$ cat src/rv32Pkg.sv
package rv32Pkg;

    // Datapath widths
    localparam int XLEN     = 32;
    localparam int RegAddrW = 5;   // x0..x31

    // Instruction field positions (lsb of each field)
    localparam int RdLsb     = 7;
    localparam int Funct3Lsb = 12;
    localparam int Rs1Lsb    = 15;
    localparam int Rs2Lsb    = 20;
    localparam int Funct7Lsb = 25;

    // Major opcodes of RV32I
    typedef enum logic [6:0] {
        LOAD   = 7'b0000011,
        FENCE  = 7'b0001111,
        I_OP   = 7'b0010011,
        AUIPC  = 7'b0010111,
        STORE  = 7'b0100011,
        R_OP   = 7'b0110011,
        LUI    = 7'b0110111,
        BRANCH = 7'b1100011,
        JALR   = 7'b1100111,
        JAL    = 7'b1101111
    } tOpcode;

    typedef enum logic [3:0] {
        ADD, SUB, SLL, SLT, SLTU, XOR, SRL, SRA, OR, AND
    } tAluOp;

    // Same encoding as funct3 of a branch
    typedef enum logic [2:0] {
        BEQ  = 3'b000,
        BNE  = 3'b001,
        BLT  = 3'b100,
        BGE  = 3'b101,
        BLTU = 3'b110,
        BGEU = 3'b111
    } tBranchOp;

    typedef enum logic [2:0] {
        I_TYPE, S_TYPE, B_TYPE, U_TYPE, J_TYPE
    } tImmType;

    localparam logic [XLEN-1:0] NopInst = 32'h0000_0013;  // addi x0, x0, 0

endpackage

$ cat src/coreCtrlPkg.sv
package coreCtrlPkg;

    // Control stages after decode (Q102 to Q105)
    localparam int CtrlStages = 4;

    // Write-back source
    typedef enum logic [1:0] {
        WB_ALU, WB_DMEM, WB_PC4
    } tWbSel;

    // Data memory byte enables
    localparam logic [3:0] ByteEnB = 4'b0001;
    localparam logic [3:0] ByteEnH = 4'b0011;
    localparam logic [3:0] ByteEnW = 4'b1111;

    // Decoded control record, carried down the pipe
    typedef struct packed {
        rv32Pkg::tOpcode                Opcode;
        logic [rv32Pkg::RegAddrW-1:0]   RegDst;
        logic [rv32Pkg::RegAddrW-1:0]   RegSrc1;
        logic [rv32Pkg::RegAddrW-1:0]   RegSrc2;
        rv32Pkg::tAluOp                 AluOp;
        rv32Pkg::tBranchOp              BranchOp;
        logic                           Lui;
        logic                           SelAluPc;     // ALU operand A is PC
        logic                           SelAluImm;    // ALU operand B is immediate
        logic                           SelNextPcB;
        logic                           SelNextPcJ;
        logic                           RegWrEn;
        logic                           DMemWrEn;
        logic                           DMemRdEn;
        logic [3:0]                     DMemByteEn;
        logic                           SignExt;
        tWbSel                          SelWrBack;
    } tCtrl;

endpackage

$ cat src/pipeCtrlIf.sv
interface pipeCtrlIf;

    // Hazard unit to pipe
    logic                           Advance;          // All of Q102..Q105 step
    logic                           ValidInstQ101H;   // Valid bit entering Q102

    // Pipe status back to hazard unit
    logic                           ValidQ102;
    logic                           ValidQ103;
    logic [rv32Pkg::RegAddrW-1:0]   LoadDstQ102;
    logic [rv32Pkg::RegAddrW-1:0]   LoadDstQ103;
    logic                           IsLoadQ102;
    logic                           IsLoadQ103;
    logic                           SelNextPcBQ102;   // Branch in Q102
    logic                           SelNextPcJQ102;   // Jump in Q102

    modport hazard (
        output Advance, ValidInstQ101H,
        input  ValidQ102, ValidQ103, LoadDstQ102, LoadDstQ103,
        input  IsLoadQ102, IsLoadQ103, SelNextPcBQ102, SelNextPcJQ102
    );

    modport pipe (
        input  Advance, ValidInstQ101H,
        output ValidQ102, ValidQ103, LoadDstQ102, LoadDstQ103,
        output IsLoadQ102, IsLoadQ103, SelNextPcBQ102, SelNextPcJQ102
    );

endinterface

$ cat src/coreCtrl.sv
module coreCtrl (
    input  logic                            Clock,
    input  logic                            rstN,
    input  logic [rv32Pkg::XLEN-1:0]        PreInstructionQ101H,
    input  logic                            BranchCondMetQ102H,
    input  logic                            DMemReady,
    // Readies and decode
    output logic                            ReadyQ100H,
    output logic                            ReadyQ101H,
    output logic                            ReadyQ102H,
    output logic [rv32Pkg::RegAddrW-1:0]    RegSrc1Q101H,
    output logic [rv32Pkg::RegAddrW-1:0]    RegSrc2Q101H,
    output logic [rv32Pkg::XLEN-1:0]        ImmediateQ101H,
    // Q102
    output logic                            SelNextPcAluOutQ102H,
    output rv32Pkg::tAluOp                  AluOpQ102H,
    output rv32Pkg::tBranchOp               BranchOpQ102H,
    output logic                            LuiQ102H,
    output logic                            SelAluPcQ102H,
    output logic                            SelAluImmQ102H,
    // Q103
    output logic                            DMemWrEnQ103H,
    output logic                            DMemRdEnQ103H,
    output logic [3:0]                      DMemByteEnQ103H,
    output logic                            SignExtQ103H,
    // Q105
    output coreCtrlPkg::tWbSel              SelWrBackQ105H,
    output logic [rv32Pkg::RegAddrW-1:0]    RegDstQ105H,
    output logic                            RegWrEnQ105H,
    output logic                            ValidInstQ105H
);
    import coreCtrlPkg::*;

    tCtrl ctrlQ101H;
    logic insertNopQ101H;

    pipeCtrlIf pipeIf ();

    hazardUnit uHazard (
        .Clock                (Clock),
        .rstN                 (rstN),
        .PreInstructionQ101H  (PreInstructionQ101H),
        .BranchCondMetQ102H   (BranchCondMetQ102H),
        .DMemReady            (DMemReady),
        .pipeIf               (pipeIf.hazard),
        .InsertNop            (insertNopQ101H),
        .ReadyQ100H           (ReadyQ100H),
        .ReadyQ101H           (ReadyQ101H),
        .SelNextPcAluOutQ102H (SelNextPcAluOutQ102H)
    );

    instDecoder uDecoder (
        .PreInstructionQ101H (PreInstructionQ101H),
        .InsertNop           (insertNopQ101H),
        .CtrlQ101H           (ctrlQ101H),
        .ImmediateQ101H      (ImmediateQ101H)
    );

    ctrlPipe uPipe (
        .Clock           (Clock),
        .rstN            (rstN),
        .CtrlQ101H       (ctrlQ101H),
        .pipeIf          (pipeIf.pipe),
        .AluOpQ102H      (AluOpQ102H),
        .BranchOpQ102H   (BranchOpQ102H),
        .LuiQ102H        (LuiQ102H),
        .SelAluPcQ102H   (SelAluPcQ102H),
        .SelAluImmQ102H  (SelAluImmQ102H),
        .DMemWrEnQ103H   (DMemWrEnQ103H),
        .DMemRdEnQ103H   (DMemRdEnQ103H),
        .DMemByteEnQ103H (DMemByteEnQ103H),
        .SignExtQ103H    (SignExtQ103H),
        .SelWrBackQ105H  (SelWrBackQ105H),
        .RegDstQ105H     (RegDstQ105H),
        .RegWrEnQ105H    (RegWrEnQ105H),
        .ValidInstQ105H  (ValidInstQ105H)
    );

    // Q102..Q105 share the advance
    assign ReadyQ102H   = pipeIf.Advance;
    assign RegSrc1Q101H = ctrlQ101H.RegSrc1;   // Register file read ports
    assign RegSrc2Q101H = ctrlQ101H.RegSrc2;

endmodule

$ cat src/ctrlPipe.sv
module ctrlPipe (
    input  logic                            Clock,
    input  logic                            rstN,
    input  coreCtrlPkg::tCtrl               CtrlQ101H,
    pipeCtrlIf.pipe                         pipeIf,
    // Q102 execute
    output rv32Pkg::tAluOp                  AluOpQ102H,
    output rv32Pkg::tBranchOp               BranchOpQ102H,
    output logic                            LuiQ102H,
    output logic                            SelAluPcQ102H,
    output logic                            SelAluImmQ102H,
    // Q103 memory
    output logic                            DMemWrEnQ103H,
    output logic                            DMemRdEnQ103H,
    output logic [3:0]                      DMemByteEnQ103H,
    output logic                            SignExtQ103H,
    // Q105 write-back
    output coreCtrlPkg::tWbSel              SelWrBackQ105H,
    output logic [rv32Pkg::RegAddrW-1:0]    RegDstQ105H,
    output logic                            RegWrEnQ105H,
    output logic                            ValidInstQ105H
);
    import rv32Pkg::*;
    import coreCtrlPkg::*;

    // Index 0 is Q102 and the last is Q105
    tCtrl                  ctrlQ [CtrlStages];
    logic [CtrlStages-1:0] validQ;

    // Valid bits shift in with the stage record
    always_ff @(posedge Clock or negedge rstN) begin
        if (!rstN) begin
            validQ <= '0;
        end else if (pipeIf.Advance) begin
            validQ <= {validQ[CtrlStages-2:0], pipeIf.ValidInstQ101H};
        end
    end

    always_ff @(posedge Clock) begin
        if (pipeIf.Advance) begin
            ctrlQ[0] <= CtrlQ101H;
            for (int i = 1; i < CtrlStages; i++) begin
                ctrlQ[i] <= ctrlQ[i-1];
            end
        end
    end

    // ----------------------------------------
    // Status for the hazard unit
    // ----------------------------------------
    assign pipeIf.ValidQ102      = validQ[0];
    assign pipeIf.ValidQ103      = validQ[1];
    assign pipeIf.LoadDstQ102    = ctrlQ[0].RegDst;
    assign pipeIf.LoadDstQ103    = ctrlQ[1].RegDst;
    assign pipeIf.IsLoadQ102     = (ctrlQ[0].Opcode == LOAD);
    assign pipeIf.IsLoadQ103     = (ctrlQ[1].Opcode == LOAD);
    assign pipeIf.SelNextPcBQ102 = ctrlQ[0].SelNextPcB;
    assign pipeIf.SelNextPcJQ102 = ctrlQ[0].SelNextPcJ;

    // Stage outputs
    assign AluOpQ102H      = ctrlQ[0].AluOp;
    assign BranchOpQ102H   = ctrlQ[0].BranchOp;
    assign LuiQ102H        = ctrlQ[0].Lui;
    assign SelAluPcQ102H   = ctrlQ[0].SelAluPc;
    assign SelAluImmQ102H  = ctrlQ[0].SelAluImm;
    assign DMemWrEnQ103H   = ctrlQ[1].DMemWrEn && validQ[1];   // No store from a bubble
    assign DMemRdEnQ103H   = ctrlQ[1].DMemRdEn;
    assign DMemByteEnQ103H = ctrlQ[1].DMemByteEn;
    assign SignExtQ103H    = ctrlQ[1].SignExt;
    assign SelWrBackQ105H  = ctrlQ[CtrlStages-1].SelWrBack;
    assign RegDstQ105H     = ctrlQ[CtrlStages-1].RegDst;
    assign RegWrEnQ105H    = ctrlQ[CtrlStages-1].RegWrEn && validQ[CtrlStages-1];
    assign ValidInstQ105H  = validQ[CtrlStages-1];

endmodule

$ cat src/hazardUnit.sv
module hazardUnit (
    input  logic                        Clock,
    input  logic                        rstN,
    input  logic [rv32Pkg::XLEN-1:0]    PreInstructionQ101H,
    input  logic                        BranchCondMetQ102H,
    input  logic                        DMemReady,
    pipeCtrlIf.hazard                   pipeIf,
    output logic                        InsertNop,
    output logic                        ReadyQ100H,
    output logic                        ReadyQ101H,
    output logic                        SelNextPcAluOutQ102H
);
    import rv32Pkg::*;

    logic [RegAddrW-1:0] preRegSrc1Q101H;
    logic [RegAddrW-1:0] preRegSrc2Q101H;
    tOpcode              preOpcodeQ101H;
    logic                usesRs2Q101H;
    logic                hazardQ102H;
    logic                hazardQ103H;
    logic                loadHazardQ101H;
    logic                flushQ102H;
    logic                flushQ103H;
    logic                flushAny;

    // Pipe steps whenever data memory is ready
    assign pipeIf.Advance = DMemReady;

    // ----------------------------------------
    // Load-use detection on the raw fetch word
    // ----------------------------------------
    assign preRegSrc1Q101H = PreInstructionQ101H[Rs1Lsb +: RegAddrW];
    assign preRegSrc2Q101H = PreInstructionQ101H[Rs2Lsb +: RegAddrW];
    assign preOpcodeQ101H  = tOpcode'(PreInstructionQ101H[6:0]);
    assign usesRs2Q101H    = (preOpcodeQ101H == R_OP) || (preOpcodeQ101H == STORE)
                          || (preOpcodeQ101H == BRANCH);

    assign hazardQ102H = pipeIf.ValidQ102 && pipeIf.IsLoadQ102
                      && ((pipeIf.LoadDstQ102 == preRegSrc1Q101H)
                      ||  (usesRs2Q101H && pipeIf.LoadDstQ102 == preRegSrc2Q101H));
    assign hazardQ103H = pipeIf.ValidQ103 && pipeIf.IsLoadQ103
                      && ((pipeIf.LoadDstQ103 == preRegSrc1Q101H)
                      ||  (usesRs2Q101H && pipeIf.LoadDstQ103 == preRegSrc2Q101H));
    assign loadHazardQ101H = hazardQ102H || hazardQ103H;

    // ----------------------------------------
    // Flush on taken branch or jump in Q102
    // ----------------------------------------
    assign flushQ102H = pipeIf.ValidQ102
                     && (pipeIf.SelNextPcJQ102 || (pipeIf.SelNextPcBQ102 && BranchCondMetQ102H));
    assign SelNextPcAluOutQ102H = flushQ102H;

    // Second flushed slot; holds through a freeze
    always_ff @(posedge Clock or negedge rstN) begin
        if (!rstN) begin
            flushQ103H <= 1'b0;
        end else if (pipeIf.Advance) begin
            flushQ103H <= flushQ102H;
        end
    end

    assign flushAny  = flushQ102H || flushQ103H;
    assign InsertNop = flushAny || loadHazardQ101H;

    // Flush wins over stall since the stalled word is dropped anyway
    assign ReadyQ101H = pipeIf.Advance && (flushAny || !loadHazardQ101H);
    assign ReadyQ100H = ReadyQ101H;             // Fetch holds with decode
    assign pipeIf.ValidInstQ101H = ReadyQ101H && !InsertNop;

endmodule

$ cat src/instDecoder.sv
module instDecoder (
    input  logic [rv32Pkg::XLEN-1:0]    PreInstructionQ101H,
    input  logic                        InsertNop,
    output coreCtrlPkg::tCtrl           CtrlQ101H,
    output logic [rv32Pkg::XLEN-1:0]    ImmediateQ101H
);
    import rv32Pkg::*;
    import coreCtrlPkg::*;

    logic [XLEN-1:0] instQ101H;
    tOpcode          opcodeQ101H;
    logic [2:0]      funct3Q101H;
    logic            altOpQ101H;
    logic            isMemQ101H;
    logic            isJumpQ101H;
    tAluOp           aluOpQ101H;
    tImmType         immTypeQ101H;

    // Bubble replaces the fetched word on stall or flush
    assign instQ101H   = InsertNop ? NopInst : PreInstructionQ101H;
    assign opcodeQ101H = tOpcode'(instQ101H[6:0]);
    assign funct3Q101H = instQ101H[Funct3Lsb +: 3];
    assign altOpQ101H  = instQ101H[Funct7Lsb + 5];   // funct7[5] picks SUB / SRA
    assign isMemQ101H  = (opcodeQ101H == LOAD) || (opcodeQ101H == STORE);
    assign isJumpQ101H = (opcodeQ101H == JAL) || (opcodeQ101H == JALR);

    // ----------------------------------------
    // ALU operation
    // ----------------------------------------
    always_comb begin
        aluOpQ101H = ADD;   // Address and PC math
        if ((opcodeQ101H == R_OP) || (opcodeQ101H == I_OP)) begin
            case (funct3Q101H)
                3'b000:  aluOpQ101H = (opcodeQ101H == R_OP && altOpQ101H) ? SUB : ADD;
                3'b001:  aluOpQ101H = SLL;
                3'b010:  aluOpQ101H = SLT;
                3'b011:  aluOpQ101H = SLTU;
                3'b100:  aluOpQ101H = XOR;
                3'b101:  aluOpQ101H = altOpQ101H ? SRA : SRL;   // Also for SRAI
                3'b110:  aluOpQ101H = OR;
                default: aluOpQ101H = AND;
            endcase
        end
    end

    // ----------------------------------------
    // Control record
    // ----------------------------------------
    always_comb begin
        CtrlQ101H.Opcode     = opcodeQ101H;
        CtrlQ101H.RegDst     = instQ101H[RdLsb +: RegAddrW];
        CtrlQ101H.RegSrc1    = instQ101H[Rs1Lsb +: RegAddrW];
        CtrlQ101H.RegSrc2    = instQ101H[Rs2Lsb +: RegAddrW];
        CtrlQ101H.AluOp      = aluOpQ101H;
        CtrlQ101H.BranchOp   = tBranchOp'(funct3Q101H);
        CtrlQ101H.Lui        = (opcodeQ101H == LUI);
        CtrlQ101H.SelAluPc   = (opcodeQ101H == JAL) || (opcodeQ101H == BRANCH)
                            || (opcodeQ101H == AUIPC);
        CtrlQ101H.SelAluImm  = (opcodeQ101H != R_OP);    // Only reg-reg uses rs2
        CtrlQ101H.SelNextPcB = (opcodeQ101H == BRANCH);
        CtrlQ101H.SelNextPcJ = isJumpQ101H;
        CtrlQ101H.RegWrEn    = (opcodeQ101H == LUI) || (opcodeQ101H == AUIPC) || isJumpQ101H
                            || (opcodeQ101H == LOAD) || (opcodeQ101H == I_OP)
                            || (opcodeQ101H == R_OP);
        CtrlQ101H.DMemWrEn   = (opcodeQ101H == STORE);
        CtrlQ101H.DMemRdEn   = (opcodeQ101H == LOAD);
        CtrlQ101H.SignExt    = (opcodeQ101H == LOAD) && (funct3Q101H[2:1] == 2'b00);  // LB / LH

        CtrlQ101H.DMemByteEn = '0;
        if (isMemQ101H) begin
            case (funct3Q101H[1:0])
                2'b00:   CtrlQ101H.DMemByteEn = ByteEnB;
                2'b01:   CtrlQ101H.DMemByteEn = ByteEnH;
                2'b10:   CtrlQ101H.DMemByteEn = ByteEnW;
                default: CtrlQ101H.DMemByteEn = '0;   // Reserved size
            endcase
        end

        if (isJumpQ101H) begin
            CtrlQ101H.SelWrBack = WB_PC4;             // Link address
        end else if (opcodeQ101H == LOAD) begin
            CtrlQ101H.SelWrBack = WB_DMEM;
        end else begin
            CtrlQ101H.SelWrBack = WB_ALU;
        end
    end

    // ----------------------------------------
    // Immediate generation
    // ----------------------------------------
    always_comb begin
        case (opcodeQ101H)
            JALR, I_OP, LOAD: immTypeQ101H = I_TYPE;
            STORE:            immTypeQ101H = S_TYPE;
            BRANCH:           immTypeQ101H = B_TYPE;
            LUI, AUIPC:       immTypeQ101H = U_TYPE;
            JAL:              immTypeQ101H = J_TYPE;
            default:          immTypeQ101H = I_TYPE;
        endcase

        case (immTypeQ101H)
            S_TYPE: ImmediateQ101H = {{20{instQ101H[31]}}, instQ101H[31:25],
                                      instQ101H[11:7]};
            B_TYPE: ImmediateQ101H = {{20{instQ101H[31]}}, instQ101H[7], instQ101H[30:25],
                                      instQ101H[11:8], 1'b0};
            U_TYPE: ImmediateQ101H = {instQ101H[31:12], 12'b0};
            J_TYPE: ImmediateQ101H = {{12{instQ101H[31]}}, instQ101H[19:12], instQ101H[20],
                                      instQ101H[30:21], 1'b0};
            default: ImmediateQ101H = {{20{instQ101H[31]}}, instQ101H[31:20]};  // I_TYPE
        endcase
    end

endmodule

$ cat config.mk
export PLATFORM = sky130hd
export DESIGN_NAME = coreCtrl
export DESIGN_NICKNAME = d
export VERILOG_FILES = /design/src/rv32Pkg.sv /design/src/coreCtrlPkg.sv /design/src/pipeCtrlIf.sv /design/src/coreCtrl.sv /design/src/ctrlPipe.sv /design/src/hazardUnit.sv /design/src/instDecoder.sv
export SDC_FILE = /design/constraint.sdc
export NUM_CORES = 1
export LEC_CHECK = 0
export BUFFER_PORTS_ARGS = -buffer_cell sky130_fd_sc_hd__buf_2
export CAP_MARGIN = 15
export CORE_MARGIN = 2
export CORE_UTILIZATION = 41
export DETAILED_ROUTE_END_ITERATION = 16
export PLACE_DENSITY = 0.74
export SYNTH_ARGS = -nofsm -noshare
export SYNTH_HDL_FRONTEND = slang
export SYNTH_HIERARCHICAL = 1
export SYNTH_SLANG_ARGS = --single-unit
$ cat constraint.sdc
create_clock -name Clock -period 4.21 [get_ports Clock]
set_input_delay 0.2105 -clock Clock [delete_from_list [all_inputs] [get_ports Clock]]
set_output_delay 0.2105 -clock Clock [all_outputs]
set_load 0.03 [all_outputs]
### Word level (Yosys, flattened, before mapping)

Memories as Yosys holds them, arrays and structs flattened.
Cells that the tools add are included.

* eq/ne operators: 31
* reductions and logical operators: 39
* multiplexer cells: 13

Operators with widths (count)
* $pmux 31 s4: 1
* $eq 7x6->1 const B: 5
* $mux 32: 1
* $eq 7x7->1 const B: 4
* $pmux 4 s7: 1
* $eq 7x2->1 const B: 3
* $eq 5x5->1: 4
* $logic_or 1x1->1: 19
* $eq 7x5->1 const B: 2
* $logic_and 1x1->1: 14
* $eq 3x2->1 const B: 4
* $eq 3x3->1 const B: 4
* $pmux 3 s4: 1
* $pmux 4 s3: 1
* $mux 4: 2
* $ne 7x6->1 const B: 1
* $eq 3x1->1 const B: 2
* $mux 1: 5
* $logic_not 2->1: 2
* $logic_not 3->1: 1
* $eq 2x1->1 const B: 1
* $eq 2x2->1 const B: 1
* $logic_not 1->1: 2
* $mux 2: 1
* $reduce_or 2->1: 1

* memories kept: 1
* bits of input ports: 36
* output and inout bits: 72
* flip-flop bits (word level): 5
* logic and storage cells: 86
* RAM bits: 176

Memories
* uPipe.ctrlQ: depth 4, width 44, read ports 4, clocked after Yosys merged registers in 0, write ports 4, RTL line ctrlPipe.sv:27 `tCtrl ctrlQ [CtrlStages];`

### Depth between registers and ports, before layout

Gate-level depths: netlist of the first run.

* word-level depth: 15
* mapped depth: 14
* gate-level depth less buffers: 12

### Hierarchy

Netlist of the first run, hierarchy kept.

By module, submodules not included
* ctrlPipe: sequential area each 2262.2 um2, instances 1, cells each 116, area each 2571.2 um2
* instDecoder: sequential area each 0.0 um2, instances 1, cells each 158, area each 944.7 um2
* hazardUnit: sequential area each 25.0 um2, instances 1, cells each 46, area each 360.3 um2

### Worst setup path before layout of the first run

OpenSTA, ideal clock, no wires.

* path kind: register -> output
* start point: mem uPipe/ctrlQ[0][35] (netlist bit)
* end point: out ImmediateQ101H[2] (netlist bit)
* cell stages (with the launch flop): 12
* data required time: 4.000 ns
* buffers on the path: 4
* arrival: 2.792 ns
* setup slack: 1.208 ns
* cell sequence: edfxtp_1 buf_4 xor2_1 nor3_1 a41oi_1 o211ai_1 buf_4 clkbuf_1 clkbuf_1 nor2b_1 nand2_1 o32ai_1

RTL lines
* from (decl): RTL line ctrlPipe.sv:27
* to (decl): RTL line coreCtrl.sv:13 `output logic [rv32Pkg::XLEN-1:0] ImmediateQ101H,`

==> parameters.txt, run 1 <==
Parameter                              Value

Clocking
  Number of CTS-inserted buffers ... 9
  CTS resizes ... 0
  Maximum number of buffers from clock root to sink ... 2
  Clock latency of the later-clocked register in the worst-skew pair ... 0.34 ns
  Clock Tree Root ... sky130_fd_sc_hd__clkbuf_8
  Clock tree from TritonCTS ... done
  H-tree depth ... 3
  Clock tree sinks ... 77
  Clock slew at reported path FFs ... 0.08 ns

Yosys
  YS warnings ... 6
  Share of synthesized flip-flops with an asynchronous set or reset ... 6.49%
  Parity-gate share of the synthesized area counting xor and xnor cells ... 4.52%
  Multiplexer share of the synthesized area ... 1.74%
  Largest family of logic cells by synthesized area ... simple AND/OR/NAND/NOR gates
  Simple-gate area share of the yosys netlist ... 16.9%
  Share of synthesized area occupied by flip-flops and latches ... 59.0%
  Commonest cells in the synthesized netlist ... sky130_fd_sc_hd__edfxtp_1 (72), sky130_fd_sc_hd__buf_4 (36), sky130_fd_sc_hd__nand2_1 (34)
  Leading post-synthesis cells by cell area ... sky130_fd_sc_hd__edfxtp_1 (56%), sky130_fd_sc_hd__buf_4 (7.0%), sky130_fd_sc_hd__nand2_1 (3.3%)
  EDFF count, synth ... 72
  Cell with the most instances after synthesis ... sky130_fd_sc_hd__edfxtp_1
  Synthesized-area fraction occupied by ao, oa, aoi and oai cells ... 6.97%
  Mean instance size in the synthesized netlist ... 12.1 µm²
  FF+latch count, synth ... 77
  Syn Std Cell Area ... 3880 µm²
  Fraction of synthesized cell area taken by the top area cell type ... 55.8%
  Syn Inst Count ... 320
  Post-synth cell types ... 52
  Post-synth net total ... 361
  Cell type contributing the most total cell area after synthesis ... sky130_fd_sc_hd__edfxtp_1
  Post-synth top flop ... sky130_fd_sc_hd__edfxtp_1
  Adder and majority cell fraction of the synthesized area ... 1.61%

Die
  Boundary Pins ... 108
  Floorplan core area ... 9200 µm²
  DIE WIDTH ... 101 µm
  Initial Utilization ... 42.1%
  Die height ... 101 µm
  Number of cell rows ... 35
  Die Footprint ... 10,200 µm²

Power and ir drop
  Max VDD drop ... 0.166 mV
  Lkg Pwr ... 1.88 nW
  Power Density ... 443 nW/µm²
  Post-layout total power ... 0.00198 W

GRT
  Number of global-route vias before repair ... 2,539
  Antenna violations before repair ... 0
  Overall fraction of global-route tracks in use ... 16.2%
  Maximum number of pins on one net before global-route repair ... 81
  Global-route wire length before repair ... 12.6 mm
  Gr ovfl total ... 0

Setup path
  Data arrival, critical path ... 3.40 ns
  Critical Path RT ... 4.00 ns
  Startpoint-to-endpoint class of the critical path ... reg2out
  Startpoint class of the critical path ... register
  Highest net fanout along the worst path ... 37
  Crit. End Element ... output pin

Final layout
  Antenna cell count ... 0
  Post-layout net count ... 439
  Post-synthesis to final-layout area growth ... 15.4%
  Share of post-route cells with drive strength above 1 ... 35.7%
  Fill cell count ... 841

Timing
  Total count of max-transition violations in the final report ... 0
  Clock skew ... 0.0106 ns
  Unrepaired setup endpoints after global routing ... false
  Worst slew pin tran ... 0.967 ns
  Setup_tns ... 0 ns
  Upper clock frequency limit ... 277 MHz
  Number of hold violations in the final report ... 0
  Endpoints failing setup ... 0
  Share of the clock period used by the worst path ... 85.8%
  Time the final worst path needs with I/O delays and setup ... 3.61 ns
  Tightest slew margin relative to the limit ... 35.6%

Route
  Average wire length per cell after detail routing ... 15.6 µm
  Final Routed Wirelength ... 8.03 mm
  DR vias/cell ... 5.11
  First DRT Iteration DRCs ... 108
  DR pass1 iterations ... 4
  Detailed-route DRC error count ... 0
  Final antenna-violating net count ... 0
  Total vias in the final route ... 2,628

Run
  # Max-Cap Violations ... 0

Worst hold path
  Worst min-delay path category ... in2reg

Outcome
  Result of the run ... completed

Placed design
  Placer's final routability congestion estimate ... 0.846
  Count of port buffers added during placement ... 107
  Total half-perimeter wirelength after legalization and detailed placement ... 5.94 mm
routing by layer:
layer  up-vias  share of wire [%]  track usage, %
li1       1261                  -               -
met1      1243                 43            21.3
met2       111                 48            25.7
met3        13                6.6            4.21
met4         0                1.8            6.13
met5         -                  0               0
registers in the layout, summed over array words and instances, names as in the netlist:
signal	cells
uPipe/ctrlQ	72
uHazard/flushQ103H	1
uPipe/validQ	4
final timing paths:
check	to	slack, ns	from	cells past startpoint
min in group asynchronous	uHazard/flushQ103H$_DFFE_PN0P_	0.21	rstN	2
hold reg to reg	uPipe/ctrlQ[3][0]$_DFFE_PP_	0.42	uPipe/ctrlQ[2][0]$_DFFE_PP_	0
setup / recovery	ImmediateQ101H[30]	0.60	uPipe/ctrlQ[0][39]$_DFFE_PP_	11
setup reg to reg	uPipe/ctrlQ[0][18]$_DFFE_PP_	1.13	uPipe/ctrlQ[0][39]$_DFFE_PP_	11
hold / removal	uPipe/ctrlQ[0][33]$_DFFE_PP_	0.18	PreInstructionQ101H[8]	3
max in group asynchronous	uPipe/validQ[0]$_DFFE_PN0P_	3.87	rstN	2
timing repair:
item	CTS	global route
endpoints found under the setup margin	0	0
buffers inserted	0	0
endpoints found under the hold margin	5	0
hold buffers	1	0
final cells by class:
class	count	area, µm²	area share, %
Clock inverter	6	63.8	1.43
Clock buffer	10	128	2.85
Multi-Input combinational cell	185	1240	27.6
Tap cell	111	139	3.10
Timing Repair Buffer	110	563	12.6
Sequential cell	77	2290	51.1
Inverter	15	56.3	1.26
cells by family (layout without fill, tap and decap cells):
group | count (synthesis) | count (layout)
fa+ha+maj | 5 | 5
buf+inv | 58 | 141
mux | 6 | 6
xor+xnor | 20 | 20
flops | 77 | 77
compound gates | 40 | 40
simple gates | 114 | 114
where the power goes:
group / total (W) / switching, W / leakage (nW) / internal (W)
Clock: 0.000534 / 0.000261 / 0.0923 / 0.000273
Sequential: 0.000943 / 0.0000292 / 0.780 / 0.000913
Combinational: 0.000507 / 0.000352 / 1.01 / 0.000155
critical path, stage by stage (launching register included):
cell	delay, ns
sky130_fd_sc_hd__edfxtp_1	0.39
sky130_fd_sc_hd__or4_4	0.55
sky130_fd_sc_hd__nor3_2	0.19
sky130_fd_sc_hd__nand2_1	0.10
sky130_fd_sc_hd__o211ai_1	0.24
sky130_fd_sc_hd__buf_4	0.37
sky130_fd_sc_hd__nand4b_4	0.26
sky130_fd_sc_hd__a211oi_2	0.08
sky130_fd_sc_hd__buf_4	0.21
sky130_fd_sc_hd__nand2b_1	0.25
sky130_fd_sc_hd__a21bo_2	0.23
sky130_fd_sc_hd__buf_2	0.18
stage by stage:
stage          worst slack, ns  instances  hold slack (ns)  util (%)  cell area [µm²]
6_report                 0.600        514            0.180      48.6             4470
3_3_place_gp              1.09        497           0.0287      46.4             4270
2_1_floorplan             1.21        320          -0.0851         -             3880
3_5_place_dp              1.00        497           0.0301      46.4             4270
5_1_grt                  0.391        514            0.182      48.6             4470
4_1_cts                  0.594        514            0.163      48.6             4470
placed cells by master (no fill, tap or decap), drive strengths merged, types with 2 or more instances in the layout:
| master | n |
|---|---|
| buf | 109 |
| nor3 | 7 |
| nand3 | 3 |
| mux2 | 6 |
| o32ai | 4 |
| nor4bb | 2 |
| or2 | 4 |
| nor4 | 5 |
| o21ai | 12 |
| dfrtp | 5 |
| nand4 | 2 |
| o22ai | 2 |
| clkinvlp | 2 |
| nor2 | 16 |
| nor2b | 14 |
| a21oi | 8 |
| nor3b | 2 |
| clkbuf | 10 |
| nand2 | 34 |
| or3 | 2 |
| and3 | 3 |
| inv | 14 |
| xor2 | 11 |
| a211oi | 2 |
| nand2b | 5 |
| clkinv | 4 |
| ha | 5 |
| and2 | 11 |
| edfxtp | 72 |
| xnor2 | 9 |
(Power assumes the default switching activity.)
==> run 2: changes to the inputs <==
Settings changed: PLACE_DENSITY 0.74 to 0.65, SLEW_MARGIN set to 20, SYNTH_HIERARCHICAL 1 to unset.
==> run 2 against run 1 <==
Effect of this change: cell area up 0.28%; global-route usage up 0.71 points; count of clock-buffer cells in the layout down 1; non-clock buffer count up 4.
==> parameters.txt, run 2 <==
Parameter                              Value

Setup path
  Worst path top cell family by delay ... simple AND/OR/NAND/NOR gates (unchanged)
  Maximum cell stage delay along the critical path ... 0.48 ns (was 0.55 ns)
  CP max-delay cell ... sky130_fd_sc_hd__nor4_4 (was sky130_fd_sc_hd__or4_4)
  Highest net fanout along the worst path ... 25 (was 37)
  Startpoint class of the critical path ... register (unchanged)
  Crit. End Element ... output pin (unchanged)
  Startpoint-to-endpoint class of the critical path ... reg2out (unchanged)
  Cell Chain, Critical Path ... xnor2_1, nand3_1, or4_4, a21oi_4, nor4_4, buf_4, nor2b_1, and2_1, buf_2 (was or4_4, nor3_2, nand2_1, o211ai_1, buf_4, nand4b_4, a211oi_2, buf_4, nand2b_1, a21bo_2, buf_2)
  Data arrival, critical path ... 2.91 ns (was 3.40 ns)
  Sum of buffers and inverters on the critical path ... 2 (was 3)
  Critical Path RT ... 4.00 ns (about the same)

GRT
  Maximum number of pins on one net before global-route repair ... 32 (was 81)
  Overall fraction of global-route tracks in use ... 16.9% (was 16.2%)
  Antenna violations before repair ... 0 (unchanged)
  Gr ovfl total ... 0 (unchanged)
  Number of global-route vias before repair ... 2,546 (was 2,539)
  Global-route wire length before repair ... 13.0 mm (was 12.6 mm)

Yosys
  Cell type contributing the most total cell area after synthesis ... sky130_fd_sc_hd__edfxtp_1 (unchanged)
  Largest family of logic cells by synthesized area ... simple AND/OR/NAND/NOR gates (unchanged)
  FF+latch count, synth ... 74 (was 77)
  Mean instance size in the synthesized netlist ... 11.6 µm² (was 12.1 µm²)
  Multiplexer share of the synthesized area ... 1.59% (was 1.74%)
  Share of synthesized flip-flops with an asynchronous set or reset ... 6.76% (was 6.49%)
  Parity-gate share of the synthesized area counting xor and xnor cells ... 4.63% (was 4.52%)
  Leading post-synthesis cells by cell area ... sky130_fd_sc_hd__edfxtp_1 (55%), sky130_fd_sc_hd__buf_4 (6.3%), sky130_fd_sc_hd__and2_1 (4.5%) (was sky130_fd_sc_hd__edfxtp_1 (56%), sky130_fd_sc_hd__buf_4 (7.0%), sky130_fd_sc_hd__nand2_1 (3.3%))
  Share of synthesized area occupied by flip-flops and latches ... 58.0% (was 59.0%)
  Synthesized-area fraction occupied by ao, oa, aoi and oai cells ... 7.87% (was 6.97%)
  EDFF count, synth ... 69 (was 72)
  Cell with the most instances after synthesis ... sky130_fd_sc_hd__edfxtp_1 (unchanged)
  Post-synth top flop ... sky130_fd_sc_hd__edfxtp_1 (unchanged)
  Fraction of synthesized cell area taken by the top area cell type ... 54.7% (was 55.8%)
  Commonest cells in the synthesized netlist ... sky130_fd_sc_hd__edfxtp_1 (69), sky130_fd_sc_hd__nor2_1 (38), sky130_fd_sc_hd__buf_4 (32) (was sky130_fd_sc_hd__edfxtp_1 (72), sky130_fd_sc_hd__buf_4 (36), sky130_fd_sc_hd__nand2_1 (34))
  Post-synth cell types ... 44 (was 52)
  YS warnings ... 0 (was 6)
  Post-synth net total ... 367 (was 361)
  Syn Std Cell Area ... 3780 µm² (was 3880 µm²)
  Simple-gate area share of the yosys netlist ... 18.0% (was 16.9%)
  Adder and majority cell fraction of the synthesized area ... 1.65% (was 1.61%)
  Syn Inst Count ... 326 (was 320)

Die
  Boundary Pins ... 108 (unchanged)
  Number of cell rows ... 35 (unchanged)
  DIE WIDTH ... 100 µm (was 101 µm)
  Die Footprint ... 10,000 µm² (was 10,200 µm²)
  Floorplan core area ... 9110 µm² (was 9200 µm²)
  Initial Utilization ... 41.6% (was 42.1%)
  Die height ... 100 µm (was 101 µm)

Final layout
  Post-synthesis to final-layout area growth ... 18.5% (was 15.4%)
  Antenna cell count ... 0 (unchanged)
  Max reg flops ... 69 (was 72)
  Largest regs ... uPipe.ctrlQ (69), uPipe.validQ (4), uHazard.flushQ103H (1) (was uPipe/ctrlQ (72), uPipe/validQ (4), uHazard/flushQ103H (1))
  Commonest cells after routing, fill and taps aside ... sky130_fd_sc_hd__buf_2 (107), sky130_fd_sc_hd__edfxtp_1 (69), sky130_fd_sc_hd__nor2_1 (38) (was sky130_fd_sc_hd__buf_2 (106), sky130_fd_sc_hd__edfxtp_1 (72), sky130_fd_sc_hd__nand2_1 (34))
  Post-layout net count ... 450 (was 439)
  Most common library cell in the layout ignoring fill and taps ... sky130_fd_sc_hd__buf_2 (unchanged)
  Share of post-route cells with drive strength above 1 ... 34.5% (was 35.7%)
  Most flop-heavy register ... uPipe.ctrlQ (was uPipe/ctrlQ)

Timing
  Tightest slew margin relative to the limit ... 53.8% (was 35.6%)
  Clock skew ... 0.0131 ns (was 0.0106 ns)
  Endpoints failing setup ... 0 (unchanged)
  Unrepaired setup endpoints after global routing ... false (unchanged)
  Time the final worst path needs with I/O delays and setup ... 3.12 ns (was 3.61 ns)
  Number of hold violations in the final report ... 0 (unchanged)
  Share of the clock period used by the worst path ... 74.1% (was 85.8%)
  Worst slew pin tran ... 0.692 ns (was 0.967 ns)
  Setup_tns ... 0 ns (unchanged)
  Upper clock frequency limit ... 320 MHz (was 277 MHz)
  Total count of max-transition violations in the final report ... 0 (unchanged)

Clocking
  Number of CTS-inserted buffers ... 9 (unchanged)
  Clock latency of the later-clocked register in the worst-skew pair ... 0.34 ns (about the same)
  Hold_buf cts ... 1 (unchanged)
  Clock tree sinks ... 74 (was 77)
  H-tree depth ... 3 (unchanged)
  Maximum number of buffers from clock root to sink ... 2 (unchanged)
  Clock Tree Root ... sky130_fd_sc_hd__clkbuf_8 (unchanged)
  Post-CTS Setup Inserts ... 0 (unchanged)
  Clock slew at reported path FFs ... 0.09 ns (was 0.08 ns)
  CTS resizes ... 0 (unchanged)
  Clock tree from TritonCTS ... done (unchanged)

Power and ir drop
  Lkg Pwr ... 1.86 nW (was 1.88 nW)
  Post-layout total power ... 0.00225 W (was 0.00198 W)
  Max VDD drop ... 0.218 mV (was 0.166 mV)
  Power Density ... 501 nW/µm² (was 443 nW/µm²)

Route
  Final antenna-violating net count ... 0 (unchanged)
  Detailed-route DRC error count ... 0 (unchanged)
  DR pass1 iterations ... 4 (unchanged)
  Average wire length per cell after detail routing ... 15.3 µm (was 15.6 µm)
  First DRT Iteration DRCs ... 82 (was 108)
  Total vias in the final route ... 2,668 (was 2,628)
  Final Routed Wirelength ... 8.05 mm (was 8.03 mm)
  DR vias/cell ... 5.08 (was 5.11)

Outcome
  Result of the run ... completed (unchanged)

Run
  # Max-Cap Violations ... 0 (unchanged)

Placed design
  Count of port buffers added during placement ... 107 (unchanged)
  Total half-perimeter wirelength after legalization and detailed placement ... 5.99 mm (was 5.94 mm)
  Placer's final routability congestion estimate ... 0.878 (was 0.846)

Worst hold path
  Worst min-delay path category ... in2reg (unchanged)
[run 2: path summary, 6_finish.rpt]
check | cells after the start | slack, ns | endpoint | start
worst min-delay path | 2 | 0.16 | uPipe.ctrlQ[0][35]$_DFFE_PP_ | PreInstructionQ101H[10]
worst min register to register | 0 | 0.42 | uPipe.ctrlQ[2][10]$_DFFE_PP_ | uPipe.ctrlQ[1][10]$_DFFE_PP_
max in group asynchronous | 2 | 3.88 | uPipe.validQ[0]$_DFFE_PN0P_ | rstN
worst max-delay path | 9 | 1.09 | ImmediateQ101H[9] | uPipe.ctrlQ[0][32]$_DFFE_PP_
worst max register to register | 8 | 1.48 | uPipe.ctrlQ[0][9]$_DFFE_PP_ | uPipe.ctrlQ[0][32]$_DFFE_PP_
min in group asynchronous | 2 | 0.20 | uPipe.validQ[2]$_DFFE_PN0P_ | rstN
[run 2: worst reg2reg max path, cell delays in order, from the launching register on]
cell                       delay (ns)
sky130_fd_sc_hd__edfxtp_1        0.46
sky130_fd_sc_hd__xnor2_1         0.16
sky130_fd_sc_hd__nand3_1         0.10
sky130_fd_sc_hd__or4_4           0.14
sky130_fd_sc_hd__a21oi_4         0.07
sky130_fd_sc_hd__nor4_4          0.48
sky130_fd_sc_hd__buf_4           0.37
sky130_fd_sc_hd__nor2b_1         0.40
sky130_fd_sc_hd__o221ai_1        0.25
[run 2: per-layer routing]
metal / part of all wire (%) / vias up / global-route usage [%]
li1: - / 1296 / -
met1: 44 / 1257 / 22.3
met2: 48 / 106 / 27.1
met3: 6.6 / 9 / 3.69
met4: 1.6 / 0 / 7.06
met5: 0 / - / 0
[run 2: kinds of logic (layout without fill, tap and decap cells)]
| family | Yosys count | after routing |
|---|---|---|
| xor+xnor | 20 | 20 |
| buf+inv | 49 | 137 |
| simple gates | 127 | 127 |
| compound gates | 46 | 46 |
| fa+ha+maj | 5 | 5 |
| mux | 5 | 5 |
| flops | 74 | 74 |
[run 2: report_power, final]
part	total [W]	internal (W)	switching (W)
combinational	0.000646	0.000202	0.000444
sequential	0.000938	0.000896	0.0000423
clock	0.000662	0.000399	0.000264
total	0.00225	0.00150	0.000750
[run 2: area by class of cell]
type | count | area, µm²
fillers | 854 | 4620
flip-flops and latches | 74 | 2200
multi-input cells | 203 | 1280
repair buffers | 114 | 591
well taps | 111 | 139
clock buffers | 9 | 124
clock inverters | 7 | 124
inverters | 7 | 26.3
[run 2: metrics by stage]
step                      hold slack, ns  setup WS [ns]  util (%)  cell area (µm²)  cells
final                              0.162           1.09      49.2             4490    525
after global routing               0.152          0.891      49.2             4490    525
after CTS                          0.147           1.05      49.2             4490    525
after detailed placement          0.0289           1.23      46.4             4230    508
after global placement            0.0295           1.33      46.4             4230    508
after floorplan                  -0.0851           1.52         -             3780    326
